[src/verilog/dcache_settings.svh]
// Geometry of the 2-way write-back data cache.
// Include this header wherever address fields or array sizes are needed.
// The field widths below must agree with the set count and line length.

`ifndef DCACHE_SETTINGS_SVH
`define DCACHE_SETTINGS_SVH

// Word address and data widths
`define DCACHE_ADDR_W      19
`define DCACHE_DATA_W      16

// Set count and index width
`define DCACHE_SETS        16
`define DCACHE_INDEX_W     4

// Line length in words and word offset width
`define DCACHE_LINE_WORDS  8
`define DCACHE_OFFSET_W    3

// Remaining upper address bits form the tag
`define DCACHE_TAG_W       12

// The LRU scheme is a single bit per set, so this stays at 2
`define DCACHE_WAYS        2

`endif
[src/verilog/dcache_pkg.sv]
// Shared types of the data cache.
// RTL files refer to these by scoped names, e.g. dcache_pkg::way_cmd_t.

`include "dcache_settings.svh"

package dcache_pkg;

    // CPU request held stable by the CPU until c_ack
    typedef struct packed {
        logic [`DCACHE_ADDR_W-1:0] addr;
        logic [`DCACHE_DATA_W-1:0] wdata;
        logic [1:0]                bytesel;
        logic                      we;
    } cpu_req_t;

    // Memory beat that always carries a full word
    typedef struct packed {
        logic [`DCACHE_ADDR_W-1:0] addr;
        logic [`DCACHE_DATA_W-1:0] wdata;
        logic                      we;
    } mem_req_t;

    // Controller to way command shared by all ways
    typedef struct packed {
        logic [`DCACHE_ADDR_W-1:0]   addr;
        logic [`DCACHE_DATA_W-1:0]   wdata;
        logic [1:0]                  bytesel;
        logic                        write_hit;
        logic                        fill_en;
        logic [`DCACHE_DATA_W-1:0]   fill_word;
        logic [`DCACHE_OFFSET_W-1:0] fill_offset;
        logic                        way_sel;
        logic                        line_done;
        logic [`DCACHE_OFFSET_W-1:0] wb_offset;
    } way_cmd_t;

    // Per way lookup result
    typedef struct packed {
        logic                      hit;
        logic                      valid;
        logic                      dirty;
        logic [`DCACHE_TAG_W-1:0]  tag;
        logic [`DCACHE_DATA_W-1:0] rdata;
        logic [`DCACHE_DATA_W-1:0] wb_word;
    } way_result_t;

    typedef enum logic [2:0] {
        ST_IDLE,
        ST_LOOKUP,
        ST_WRITEBACK,
        ST_FILL,
        ST_RETRY
    } ctrl_state_t;

endpackage

[src/verilog/dcache_hit_merge.sv]
// Merges the per-way results into one hit, the CPU read data and ack,
// and the fields of the victim way that the controller asks for.

`timescale 1ns/1ps
`include "dcache_settings.svh"

module dcache_hit_merge (
    input  dcache_pkg::way_result_t    results [`DCACHE_WAYS],
    input  logic                       lookup,
    input  logic                       victim_way,
    output logic                       hit,
    output logic                       hit_way,
    output logic                       c_ack,
    output logic [`DCACHE_DATA_W-1:0]  c_rdata,
    output logic                       victim_valid,
    output logic                       victim_dirty,
    output logic [`DCACHE_TAG_W-1:0]   victim_tag,
    output logic [`DCACHE_DATA_W-1:0]  victim_word
);

    // --------------------------------------------------
    // Hit detection and read data
    // --------------------------------------------------
    always_comb begin
        hit     = 1'b0;
        hit_way = 1'b0;
        c_rdata = '0;
        // At most one way hits, so AND-OR muxing is enough
        for (int w = 0; w < `DCACHE_WAYS; w++) begin
            if (results[w].hit) begin
                hit     = 1'b1;
                hit_way = 1'(w);
            end
            c_rdata = c_rdata | (results[w].rdata & {`DCACHE_DATA_W{results[w].hit}});
        end
    end

    // Ack only in the lookup cycle
    assign c_ack = lookup && hit;

    // --------------------------------------------------
    // Victim fields
    // --------------------------------------------------
    always_comb begin
        victim_valid = results[victim_way].valid;
        victim_dirty = results[victim_way].dirty;
        victim_tag   = results[victim_way].tag;
        victim_word  = results[victim_way].wb_word;
    end

endmodule

[config.mk]
export PLATFORM = sky130hd
export DESIGN_NAME = dcache_hit_merge
export DESIGN_NICKNAME = d
export VERILOG_FILES = /design/src/verilog/dcache_pkg.sv /design/src/verilog/dcache_hit_merge.sv
export VERILOG_INCLUDE_DIRS = /design/src /design/src/verilog
export SDC_FILE = /design/constraint.sdc
export NUM_CORES = 1
export LEC_CHECK = 0
export ABC_AREA = 1
export BUFFER_PORTS_ARGS = -buffer_cell sky130_fd_sc_hd__buf_4
export CAP_MARGIN = 10
export CORE_MARGIN = 5
export CORE_UTILIZATION = 25
export DETAILED_ROUTE_END_ITERATION = 8
export GPL_TIMING_DRIVEN = 0
export PLACE_DENSITY = 0.95
export SETUP_SLACK_MARGIN = 0.15
export SYNTH_ARGS = -nofsm -noshare
export SYNTH_HDL_FRONTEND = slang
export SYNTH_SLANG_ARGS = --single-unit
[constraint.sdc]
create_clock -name vclk -period 1.6
set_input_delay 0.4 -clock vclk [all_inputs]
set_output_delay 0.4 -clock vclk [all_outputs]
set_load 0.01 [all_outputs]
==> flow_summary_export.csv <==
group,metric,value,unit
floorplan,floorplan.die_area,0.00348,sq mm
power_and_ir_drop,power.density,302,mW/mm^2
layout,layout.clock_buffers,0,
detailed_routing,post_drt_via_cell_ratio,4.38,
detailed_routing,post-route-drc-count,0,
global_routing,grt_pass1_wl,5870,microns
place,dp_cells,325,
timing,finalCritPeriodShare,0.871,
critical_path,critPathKind,"input pin to primary output",
hold_path,hold_start,"results[46]",
critical_path,crit_path_start_kind,"input pin",
floorplan,initial_core_util,0.266,
detailed_routing,avgRoutedWirePerCell,12.4,microns
floorplan,top_level_ports,145,
timing,final_hold_viol_count,0,
power_and_ir_drop,p_leak,1.16,nW
global_routing,antenna_found_initial,0,
place,buffer_ports.inserted,143,
timing,rsz0062_at_grt,"true",
floorplan,rows,17,
place,place.detailed.hpwl,3570,microns
timing,relSlewSlack,0.886,
floorplan,core-area,0.00225,sq mm
flow_run,max-cap-violations,0,
layout,post_layout_cell_count,325,
layout,sequential_cell_total,0,
timing,fin_tns_setup,0,ns
critical_path,end_kind,"primary output",
detailed_routing,drtAntennaViolNets,0,
synthesis,mappedNetlistArea,599,sq um
detailed_routing,drt_iter0_markers,104,
timing,setup-violations-final,0,
hold_path,min-delay-path-class,"input pin to primary output",
global_routing,grt_util_all_layers,0.208,
timing,tightest_slew,0.171,ns
critical_path,worst-endpoint-required,1.20,ns
layout,area.sequential,0,sq um
synthesis,mappedNetlistNets,250,
synthesis,synthDistinctLibCells,6,
floorplan,die_w,59.0,microns
critical_path,critical_path.startpoint,"victim_way",
synthesis,syn-instance-count,154,
synthesis,synthesis.yosys.warnings,0,
clocking,cts_setup_buffers,0,
critical_path,timing.critical_path.fanout_max,10,
layout,design.final.nets,395,
layout,area_delta_synth_final,187,%
detailed_routing,drt_wirelength,4010,microns
timing,achievable-frequency,717,MHz
detailed_routing,num_vias,1422,
global_routing,grt_max_degree,11,
layout,postLayoutCoreUtil,0.762,
power_and_ir_drop,worst_ir_drop_vdd,0.200,mV
synthesis,synth_top_area_frac,0.864,
critical_path,worstPathArrival,0.99,ns
synthesis,netlist_top_cells_area,"sky130_fd_sc_hd__nand2_1 (86%), sky130_fd_sc_hd__buf_2 (6.7%), sky130_fd_sc_hd__buf_4 (3.8%)",
global_routing,grt_pass1_vias,1330,
layout,share_of_final_layout_standard_cells_stronger_than_drive_strength_1,0.522,
timing,finalCriticalPeriod,1.39,ns
floorplan,dieHeight,59.0,microns
layout,num_antenna_cells,0,
synthesis,yosysSeqAreaShare,0,
timing,drv_slew,0,
power_and_ir_drop,post-layout-total-power,0.519,mW
place,place.gp.congestion,0.807,
synthesis,synth_area_leader_cell,"sky130_fd_sc_hd__nand2_1",
detailed_routing,detailedRoute.firstPassIterationCount,4,
status,result_of_the_run,"complete, no violations",
global_routing,final_global_route_overflow_total,0,
synthesis,synthesis.area_per_instance,3.89,sq um
[power by group]
group / internal [mW] / total [mW] / switching [mW]
sequential: 0 / 0 / 0
clock: 0 / 0 / 0
combinational: 0.311 / 0.519 / 0.208
total: 0.311 / 0.519 / 0.208
[final cells by class]
| cell class | instances | area, sq um |
|---|---|---|
| Buffer | 11 | 73.8 |
| Fill cell | 194 | 536 |
| Inverter | 3 | 11.3 |
| Multi-Input combinational cell | 140 | 526 |
| Tap cell | 28 | 35.0 |
| Timing Repair Buffer | 143 | 1070 |
[cell usage after synthesis]
cell type and number:
sky130_fd_sc_hd__buf_4 3, sky130_fd_sc_hd__buf_2 8, sky130_fd_sc_hd__inv_1 2, sky130_fd_sc_hd__nor2_1 2, sky130_fd_sc_hd__inv_2 1, sky130_fd_sc_hd__nand2_1 138
[logic make-up (layout without fill, tap and decap cells)]
group / Yosys count / in the layout / synth area share
and+or+nand+nor: 140 / 140 / 0.877
buffers and inverters: 14 / 157 / 0.123
[through the flow]
step | setup slack, ns | cell area [sq um] | hold slack (ns)
finish | 0.206 | 1720 | 0.978
global route | 0.148 | 1720 | 0.990
CTS | 0.150 | 1710 | 0.979
detailed placement | 0.151 | 1710 | 0.979
global placement | 0.165 | 1710 | 0.979
floorplan | 0.361 | 599 | 0.887
[final timing paths]
kind | to | slack, ns | cells after the start
min | hit_way | 0.98 | 2
max | victim_tag[5] | 0.21 | 6
[critical path, stage by stage]
cell and delay, ns:
sky130_fd_sc_hd__buf_4 0.12, sky130_fd_sc_hd__inv_2 0.06, sky130_fd_sc_hd__buf_4 0.16, sky130_fd_sc_hd__nand2_1 0.07, sky130_fd_sc_hd__nand2_1 0.07, sky130_fd_sc_hd__buf_4 0.12
[cell usage in the layout (no fill, tap or decap)]
master | netlist | layout
sky130_fd_sc_hd__inv_1 | 2 | 2
sky130_fd_sc_hd__buf_2 | 8 | 5
sky130_fd_sc_hd__nand2_1 | 138 | 138
sky130_fd_sc_hd__buf_4 | 3 | 148
sky130_fd_sc_hd__inv_2 | 1 | 1
sky130_fd_sc_hd__buf_6 | 0 | 1
sky130_fd_sc_hd__nor2_1 | 2 | 2
[metal layers]
| metal | up-vias | GRT usage | wire length [microns] |
|---|---|---|---|
| li1 | 735 | - | - |
| met3 | 4 | 0.0504 | 521 |
| met2 | 90 | 0.404 | 2040 |
| met1 | 593 | 0.227 | 1390 |
| met4 | 0 | 0.0356 | 61 |
| met5 | - | 0 | 0 |
[timing repair]
action,CTS,global route
gates cloned,0,0
endpoints found under the setup margin,1,21
gates resized for setup,1,5
hold buffers,0,0
Note: power is estimated with default switching activity, not from simulation.
