--- src/verilog/dcache_settings.svh ---
// Geometry of the 2-way write-back data cache.
// Include this header wherever address fields or array sizes are needed.
// The field widths below must agree with the set count and line length.

`ifndef DCACHE_SETTINGS_SVH
`define DCACHE_SETTINGS_SVH

// Word address and data widths
`define DCACHE_ADDR_W      19
`define DCACHE_DATA_W      16

// Set count and index width
`define DCACHE_SETS        16
`define DCACHE_INDEX_W     4

// Line length in words and word offset width
`define DCACHE_LINE_WORDS  8
`define DCACHE_OFFSET_W    3

// Remaining upper address bits form the tag
`define DCACHE_TAG_W       12

// The LRU scheme is a single bit per set, so this stays at 2
`define DCACHE_WAYS        2

`endif
--- src/verilog/dcache_pkg.sv ---
// Shared types of the data cache.
// RTL files refer to these by scoped names, e.g. dcache_pkg::way_cmd_t.

`include "dcache_settings.svh"

package dcache_pkg;

    // CPU request held stable by the CPU until c_ack
    typedef struct packed {
        logic [`DCACHE_ADDR_W-1:0] addr;
        logic [`DCACHE_DATA_W-1:0] wdata;
        logic [1:0]                bytesel;
        logic                      we;
    } cpu_req_t;

    // Memory beat that always carries a full word
    typedef struct packed {
        logic [`DCACHE_ADDR_W-1:0] addr;
        logic [`DCACHE_DATA_W-1:0] wdata;
        logic                      we;
    } mem_req_t;

    // Controller to way command shared by all ways
    typedef struct packed {
        logic [`DCACHE_ADDR_W-1:0]   addr;
        logic [`DCACHE_DATA_W-1:0]   wdata;
        logic [1:0]                  bytesel;
        logic                        write_hit;
        logic                        fill_en;
        logic [`DCACHE_DATA_W-1:0]   fill_word;
        logic [`DCACHE_OFFSET_W-1:0] fill_offset;
        logic                        way_sel;
        logic                        line_done;
        logic [`DCACHE_OFFSET_W-1:0] wb_offset;
    } way_cmd_t;

    // Per way lookup result
    typedef struct packed {
        logic                      hit;
        logic                      valid;
        logic                      dirty;
        logic [`DCACHE_TAG_W-1:0]  tag;
        logic [`DCACHE_DATA_W-1:0] rdata;
        logic [`DCACHE_DATA_W-1:0] wb_word;
    } way_result_t;

    typedef enum logic [2:0] {
        ST_IDLE,
        ST_LOOKUP,
        ST_WRITEBACK,
        ST_FILL,
        ST_RETRY
    } ctrl_state_t;

endpackage

--- src/verilog/dcache_controller.sv ---
// Request latch, LRU bits and the miss state machine of the data cache.
// A miss writes back a dirty victim, fills the line from memory and then
// retries the lookup, which hits and acks the CPU.

`timescale 1ns/1ps
`include "dcache_settings.svh"

module dcache_controller (
    input  logic                       clk,
    input  logic                       reset,
    input  dcache_pkg::cpu_req_t       c_req,
    input  logic                       c_access,
    input  logic                       m_ack,
    input  logic [`DCACHE_DATA_W-1:0]  m_rdata,
    input  logic                       hit,
    input  logic                       hit_way,
    input  logic                       victim_valid,
    input  logic                       victim_dirty,
    input  logic [`DCACHE_TAG_W-1:0]   victim_tag,
    input  logic [`DCACHE_DATA_W-1:0]  victim_word,
    output dcache_pkg::way_cmd_t       way_cmd,
    output dcache_pkg::mem_req_t       m_req,
    output logic                       m_access,
    output logic                       lookup
);

    dcache_pkg::ctrl_state_t     state;
    dcache_pkg::cpu_req_t        req_q;
    logic [`DCACHE_SETS-1:0]     lru;
    logic                        victim_way;
    logic [`DCACHE_OFFSET_W-1:0] beat;

    logic [`DCACHE_TAG_W-1:0]    req_tag;
    logic [`DCACHE_INDEX_W-1:0]  req_index;
    logic                        last_beat;
    logic                        fill_beat;

    assign req_tag   = req_q.addr[`DCACHE_ADDR_W-1 -: `DCACHE_TAG_W];
    assign req_index = req_q.addr[`DCACHE_OFFSET_W +: `DCACHE_INDEX_W];
    assign last_beat = &beat;

    assign lookup    = (state == dcache_pkg::ST_LOOKUP);
    assign fill_beat = (state == dcache_pkg::ST_FILL) && m_ack;

    // --------------------------------------------------
    // Way command
    // --------------------------------------------------
    always_comb begin
        way_cmd.addr        = req_q.addr;
        way_cmd.wdata       = req_q.wdata;
        way_cmd.bytesel     = req_q.bytesel;
        way_cmd.write_hit   = lookup && req_q.we;
        way_cmd.fill_en     = fill_beat;
        way_cmd.fill_word   = m_rdata;
        way_cmd.fill_offset = beat;
        // During lookup the LRU bit names the victim before it is latched
        way_cmd.way_sel     = lookup ? lru[req_index] : victim_way;
        way_cmd.line_done   = fill_beat && last_beat;
        way_cmd.wb_offset   = beat;
    end

    // --------------------------------------------------
    // Memory port
    // --------------------------------------------------
    assign m_access = (state == dcache_pkg::ST_WRITEBACK) || (state == dcache_pkg::ST_FILL);

    always_comb begin
        m_req.wdata = victim_word;
        m_req.we    = (state == dcache_pkg::ST_WRITEBACK);
        if (state == dcache_pkg::ST_WRITEBACK)
            m_req.addr = {victim_tag, req_index, beat};
        else
            m_req.addr = {req_tag, req_index, beat};
    end

    // Request latched only when idle
    always_ff @(posedge clk) begin
        if (state == dcache_pkg::ST_IDLE && c_access)
            req_q <= c_req;
    end

    // --------------------------------------------------
    // State machine and LRU
    // --------------------------------------------------
    always_ff @(posedge clk or posedge reset) begin
        if (reset) begin
            state      <= dcache_pkg::ST_IDLE;
            lru        <= '0;
            victim_way <= 1'b0;
            beat       <= '0;
        end else begin
            case (state)
                dcache_pkg::ST_IDLE: begin
                    if (c_access)
                        state <= dcache_pkg::ST_LOOKUP;
                end

                dcache_pkg::ST_LOOKUP: begin
                    beat <= '0;
                    if (hit) begin
                        // Point at the way that was not just used
                        lru[req_index] <= ~hit_way;
                        state          <= dcache_pkg::ST_IDLE;
                    end else begin
                        victim_way <= lru[req_index];
                        if (victim_valid && victim_dirty)
                            state <= dcache_pkg::ST_WRITEBACK;
                        else
                            state <= dcache_pkg::ST_FILL;
                    end
                end

                dcache_pkg::ST_WRITEBACK: begin
                    if (m_ack) begin
                        beat <= beat + 1'b1;
                        if (last_beat)
                            state <= dcache_pkg::ST_FILL;
                    end
                end

                dcache_pkg::ST_FILL: begin
                    if (m_ack) begin
                        beat <= beat + 1'b1;
                        if (last_beat) begin
                            lru[req_index] <= ~victim_way;
                            state          <= dcache_pkg::ST_RETRY;
                        end
                    end
                end

                // Line is in place so the request is looked up again
                dcache_pkg::ST_RETRY: begin
                    state <= dcache_pkg::ST_LOOKUP;
                end

                default: begin
                    state <= dcache_pkg::ST_IDLE;
                end
            endcase
        end
    end

endmodule

--- config.mk ---
export PLATFORM = sky130hd
export DESIGN_NAME = dcache_controller
export DESIGN_NICKNAME = d
export VERILOG_FILES = /design/src/verilog/dcache_pkg.sv /design/src/verilog/dcache_controller.sv
export VERILOG_INCLUDE_DIRS = /design/src /design/src/verilog
export SDC_FILE = /design/constraint.sdc
export NUM_CORES = 1
export LEC_CHECK = 0
export BUFFER_PORTS_ARGS = -buffer_cell sky130_fd_sc_hd__buf_2
export CORE_MARGIN = 2
export CORE_UTILIZATION = 35
export CTS_CLUSTER_SIZE = 14
export DETAILED_ROUTE_END_ITERATION = 10
export PLACE_DENSITY = 0.67
export SYNTH_ARGS = -nofsm -noshare
export SYNTH_HDL_FRONTEND = slang
export SYNTH_SLANG_ARGS = --single-unit
--- constraint.sdc ---
create_clock -name clk -period 13.7 [get_ports clk]
set_input_delay 0.685 -clock clk [delete_from_list [all_inputs] [get_ports clk]]
set_output_delay 0.685 -clock clk [all_outputs]
set_load 0.01 [all_outputs]
==> out/results.ini, run 1 <==
[pwr]
clkPwrFrac_pct=26.8
irDropWorstVdd_uv=69.7
p_comb_share_pct=30.1
internal_power_uw=415
p_per_area_nw_per_um2=170
p_switching_uw=192
switching_share_pct=31.6
p_leak_uw=0.00162
power_frac_seq_pct=43.0

[die]
die_w_microns=100
coreArea_sq_um=9110
die_y_microns=100
ioPinCount=191
start_util_pct=35.4
num_rows=35
die_area_sq_um=10000

[sta]
rsz0062_at_grt=false
fmax_mhz=337
worst_pin_slew_ps=871
maxSlewViolCount=0
finalHoldViolations=0
final.setup.tns_ps=0
max_slew_margin_pct=41.8
fin_crit_sh_pct=21.7
setup_viol=0
post-route-min-period_ps=2970
setup_ws_ps=10730
fin_skew_ps=11.1

[synth]
async_reset_ff_share_pct=37.7
synthCells=255
ys_ff_latch=61
synth_edf_count=38
synth_area_leaders=edfxtp_1 (35%), buf_4 (19%), dfrtp_1 (18%)
netlist_area_sq_um=3230
synth.yosys.seq_area_share_pct=53.2
synth.avg_cell_area_sq_um=12.6
post-synth-top-area-cell=edfxtp_1
synth_cell_type_count=31
synth_nets=347
synth_top_area_share_pct=35.4
ys.flop_type=edfxtp_1
ys_warn_count=0

[critical_path]
r2r-end=lru[5]
setup.worst_path.end=way_cmd[4]
cp-startpoint=way_cmd[47]
reg2reg_depth=6
crit_slowest_cell=edfxtp_1
start_kind=flop
worstPathRequired_ps=13020
end_kind=output pin
r2r_start=beat[0]
critPathMaxFanout=13
r2r_slack_ps=11670
path_class=reg -> out
cp_cell_sequence=mux4_1 -> nand2b_1 -> a22oi_1 -> a21oi_1 -> buf_2
max_stage_delay_ps=690
worstPathArrival_ps=2290

[layout]
layout-drive-gt1-share_pct=57.2
syn2layout_area_growth_pct=10.7
diodes=0
fin_area_sq_um=3570
layout.nets=400
layout.cells.non_filler=424

[grt]
grt_pass1_wl_mm=10.1
grt_max_degree=39
grt_pass1_vias=1999
antenna_found_initial=0
grt_overflow=0
grt.total_usage_pct=13.3

[placed_design]
routabilityCongestion=0.857
dp_hpwl_mm=4.87
place_ws_ps=11030
io_buffers=126
dp_cells=408
placed_area_sq_um=3360

[cts]
post_cts_buffers=0
ctsHoldBuffers=0
clk_pin_slew_worst_paths_ps=70
htreeDepth=3
clock_latency_ps=330
cts_root_buf=clkbuf_8
clock_sinks=61
clock_path_buffers=2
post_cts_resized=0
tritoncts=done
numCtsBuffers=9

[route]
num_vias=1961
ant_nets=0
drt_iter0_markers=104
wl_per_cell_microns=15.2
via_per_inst=4.63
routed_wl_mm=6.46
first_pass_iters=4
drc=0

[job]
drv_cap=0

[status]
status=completed

[worst_hold_path]
hp-class=reg -> reg

## flip-flops by register name, indices dropped and copies added, names as in the netlist
register,cells
way_cmd,37
victim_way,1
state,3
lru,16
req_q,1
beat,3
## metal layers
layer  track usage, %  wire (microns)  up-vias
li1                 -               -      917
met1             16.0            2570      898
met2             20.1            2960      110
met3             4.39             591       36
met4             9.17             340        0
met5                0               0        -
## cells in the final DEF (no fill, tap or decap), types with 3 or more instances in the layout
master / instances
mux2i_1: 4
nand2b_1: 3
and2_1: 4
dfrtp_1: 23
edfxtp_1: 38
nor2b_2: 3
inv_1: 3
buf_2: 126
a22o_1: 3
nand3_1: 4
nand2_1: 9
o211ai_1: 3
a21oi_1: 3
clkbuf_8: 10
nor2_1: 22
mux2_2: 27
## worst max-delay path: cells and delay by family, from the launching register on
kind | cells | cell delay [ps]
AOI/OAI and AO/OA | 2 | 340
DFF | 1 | 690
and+or+nand+nor | 1 | 160
muxes | 1 | 620
buffers and inverters | 1 | 160
## Yosys cell counts, drive strengths merged, types with 3 or more instances
cell    count
buf        85
mux2i       5
and2        4
nor2b       5
nor2       22
a21oi       3
o211ai      3
nand2       9
dfrtp      23
a22o        3
nand2b      3
nand3       4
edfxtp     38
inv         3
mux2       29
## power groups by stage
stage	sequential [uW]	combinational, uW	clock, uW
after floorplan	257	164	0
after global placement	263	182	0
after detailed placement	265	186	0
after CTS	262	186	169
after global routing	267	200	177
final	261	183	163
## through the flow
stage          power (uW)  utilization (%)  hold WS, ps
2_1_floorplan         421                -          458
3_3_place_gp          445             36.9          474
3_5_place_dp          451             36.9          485
4_1_cts               617             39.2          502
5_1_grt               644             39.2          502
6_report              607             39.2          495
## layout make-up
| class | count | area [sq um] |
|---|---|---|
| multi-input combinational | 106 | 855 |
| clock inverter | 3 | 20.0 |
| tap | 111 | 139 |
| fill | 914 | 5540 |
| sequential | 61 | 1720 |
| timing repair buffer | 127 | 638 |
| clock buffer | 13 | 191 |
| inverter | 3 | 11.3 |
## kinds of logic after synthesis
logic type | after synthesis | share of synthesized area [%]
compound gates | 15 | 3.61
fa+ha+maj | 2 | 0.776
buf+inv | 88 | 20.5
flops | 61 | 53.2
mux | 36 | 13.3
simple gates | 53 | 8.61
## worst min-delay path by stage
stage	depth (start not counted)	startpoint	endpoint	slack, ps
6_report	1	lru[5]	lru[5]	490
5_1_grt	1	c_req[11]	way_cmd[36]	500
4_1_cts	1	lru[5]	lru[5]	500
3_5_place_dp	1	lru[5]	lru[5]	490
3_3_place_gp	1	lru[5]	lru[5]	470
2_1_floorplan	1	lru[5]	lru[5]	460
Note: power is estimated with default switching activity, not from simulation.
==> run 2, diff against run 1 <==
==> constraint.sdc (replaced) <==
create_clock -name clk -period 2.88 [get_ports clk]
set_input_delay 0.144 -clock clk [delete_from_list [all_inputs] [get_ports clk]]
set_output_delay 0.144 -clock clk [all_outputs]
set_load 0.01 [all_outputs]
==> out/results.ini, run 2 (synthesized netlist as in run 1, its figures left out) <==
[cts]
clock_sinks=61  ; unchanged
clock_path_buffers=2  ; unchanged
post_cts_buffers=0  ; unchanged
cts_root_buf=clkbuf_8  ; unchanged
htreeDepth=3  ; unchanged
clock_latency_ps=340  ; was 330 ps
ctsHoldBuffers=38  ; was 0
numCtsBuffers=9  ; unchanged
tritoncts=done  ; unchanged
post_cts_resized=0  ; unchanged
clk_pin_slew_worst_paths_ps=70  ; about the same

[status]
violations=hold timing
status=finished with violations  ; was completed

[placed_design]
placed_area_sq_um=3380  ; was 3360 sq um
routabilityCongestion=0.807  ; was 0.857
io_buffers=126  ; unchanged
dp_cells=409  ; was 408
dp_hpwl_mm=5.02  ; was 4.87 mm

[critical_path]
reg2reg_depth=6  ; unchanged
cp-startpoint=state[1]  ; was way_cmd[47]
worstPathArrival_ps=2360  ; was 2290 ps
r2r_slack_ps=890  ; was 11670 ps
crit_slowest_cell=nor2b_2  ; was edfxtp_1
r2r_start=beat[0]  ; unchanged
cp.depth=4  ; was 5
cp_cell_sequence=nor2b_2 -> nor2b_2 -> mux2_2 -> buf_2  ; was mux4_1 -> nand2b_1 -> a22oi_1 -> a21oi_1 -> buf_2
cpMostUsedCell=nor2b_2
crit_family=simple AND/OR/NAND/NOR gates  ; was flip-flops
path_buf_inv=1  ; unchanged
start_kind=flop  ; unchanged
max_stage_delay_ps=610  ; was 690 ps
path_class=reg -> out  ; unchanged
end_kind=output pin  ; unchanged
worstPathRequired_ps=2740  ; was 13020 ps
critPathMaxFanout=13  ; unchanged

[sta]
maxSlewViolCount=0  ; unchanged
final.setup.tns_ps=0  ; unchanged
hold_slack_ps=-20.8  ; was 495 ps
post-route-min-period_ps=2500
finalHoldViolations=23  ; was 0
worst_pin_slew_ps=870  ; was 871 ps
rsz0062_at_grt=false  ; unchanged
max_slew_margin_pct=41.9  ; was 41.8%
setup_viol=0  ; unchanged
fin_crit_sh_pct=86.9
fmax_mhz=400
fin_skew_ps=7.14  ; was 11.1 ps

[grt]
antenna_found_initial=0  ; unchanged
grt_pass1_wl_mm=11.3  ; was 10.1 mm
grt_overflow=0  ; unchanged
grt.total_usage_pct=14.9  ; was 13.3%
grt_pass1_vias=2272  ; was 1999
grt_max_degree=31  ; was 39

[worst_hold_path]
hp-class=in -> async  ; was reg -> reg

[route]
num_vias=2123  ; was 1961
wl_per_cell_microns=15.5  ; was 15.2 microns
drc=0  ; unchanged
routed_wl_mm=7.18  ; was 6.46 mm
drt_iter0_markers=74  ; was 104
first_pass_iters=4  ; unchanged
via_per_inst=4.59  ; was 4.63
ant_nets=0  ; unchanged

[job]
drv_cap=0  ; unchanged

[layout]
layout.cells.non_filler=463  ; was 424
largest_reg_flops=37  ; unchanged
final_util_pct=43.6  ; was 39.2%
layout-drive-gt1-share_pct=51.1  ; was 57.2%
fin_area_sq_um=3970  ; was 3570 sq um
diodes=0  ; unchanged
final_common_cell=buf_2  ; unchanged
syn2layout_area_growth_pct=23.1  ; was 10.7%
layout_common_cells=buf_2 (126), dlygate4sd3_1 (38), edfxtp_1 (38)  ; was buf_2 (126), edfxtp_1 (38), mux2_2 (27)
layout.nets=439  ; was 400

[die]
ioPinCount=191  ; unchanged
die_y_microns=100  ; unchanged
start_util_pct=35.4  ; unchanged
die_w_microns=100  ; unchanged
num_rows=35  ; unchanged
die_area_sq_um=10000  ; unchanged
coreArea_sq_um=9110  ; unchanged

[pwr]
irDropWorstVdd_uv=320  ; was 69.7 uV
power_frac_seq_pct=41.7  ; was 43.0%
switching_share_pct=31.3  ; was 31.6%
p_switching_uw=938  ; was 192 uW
p_comb_share_pct=30.7  ; was 30.1%
internal_power_uw=2060  ; was 415 uW
p_leak_uw=0.00179  ; was 0.00162 uW
p_per_area_nw_per_um2=754  ; was 170 nW/um^2
clkPwrFrac_pct=27.6  ; was 26.8%

==> run 2: worst paths after layout <==
path / end
min: beat[1]
max reg2reg: lru[5]
max: m_req[28]
max in group asynchronous: lru[7]
min reg2reg: lru[0]
min in group clk: state[0]
==> run 2: final cells by class <==
class | instances | area [sq um]
Multi-Input combinational cell | 106 | 863
Inverter | 3 | 11.3
Tap cell | 111 | 139
Fill cell | 850 | 5140
Clock buffer | 10 | 128
Clock inverter | 6 | 87.6
Sequential cell | 61 | 1720
Timing Repair Buffer | 166 | 1030
==> run 2: worst reg2reg max path: cells and delay by family, from the launching register on <==
| kind | cells | cell delay, ps |
|---|---|---|
| muxes | 1 | 310 |
| adders and majority gates | 2 | 470 |
| DFF | 1 | 420 |
| AOI/OAI and AO/OA | 1 | 360 |
| and+or+nand+nor | 2 | 300 |
==> run 2: power groups by stage <==
stage                     clock network, uW  logic [uW]  registers [uW]
after floorplan                           0         789            1220
final                                   827         918            1250
after global placement                    0         873            1260
after CTS                               852         935            1250
after detailed placement                  0         896            1270
after global routing                    895        1000            1280
==> run 2: through the flow <==
| step | total power [uW] | hold WS (ps) | setup WS (ps) |
|---|---|---|---|
| detailed placement | 2160 | 288 | 698 |
| global route | 3180 | 59.8 | 203 |
| finish | 3000 | -20.8 | 379 |
| CTS | 3040 | 22.4 | 318 |
| global placement | 2140 | 288 | 786 |
| floorplan | 2000 | 146 | 609 |
==> run 2: routing by layer <==
layer	wire length, microns	up-vias	global-route usage (%)	share of wire, %
met1	2760	1003	16.4	38
met2	3670	98	25.4	51
met4	229	0	7.27	3.2
li1	-	995	-	-
met3	521	27	5.29	7.3
met5	0	-	0	0
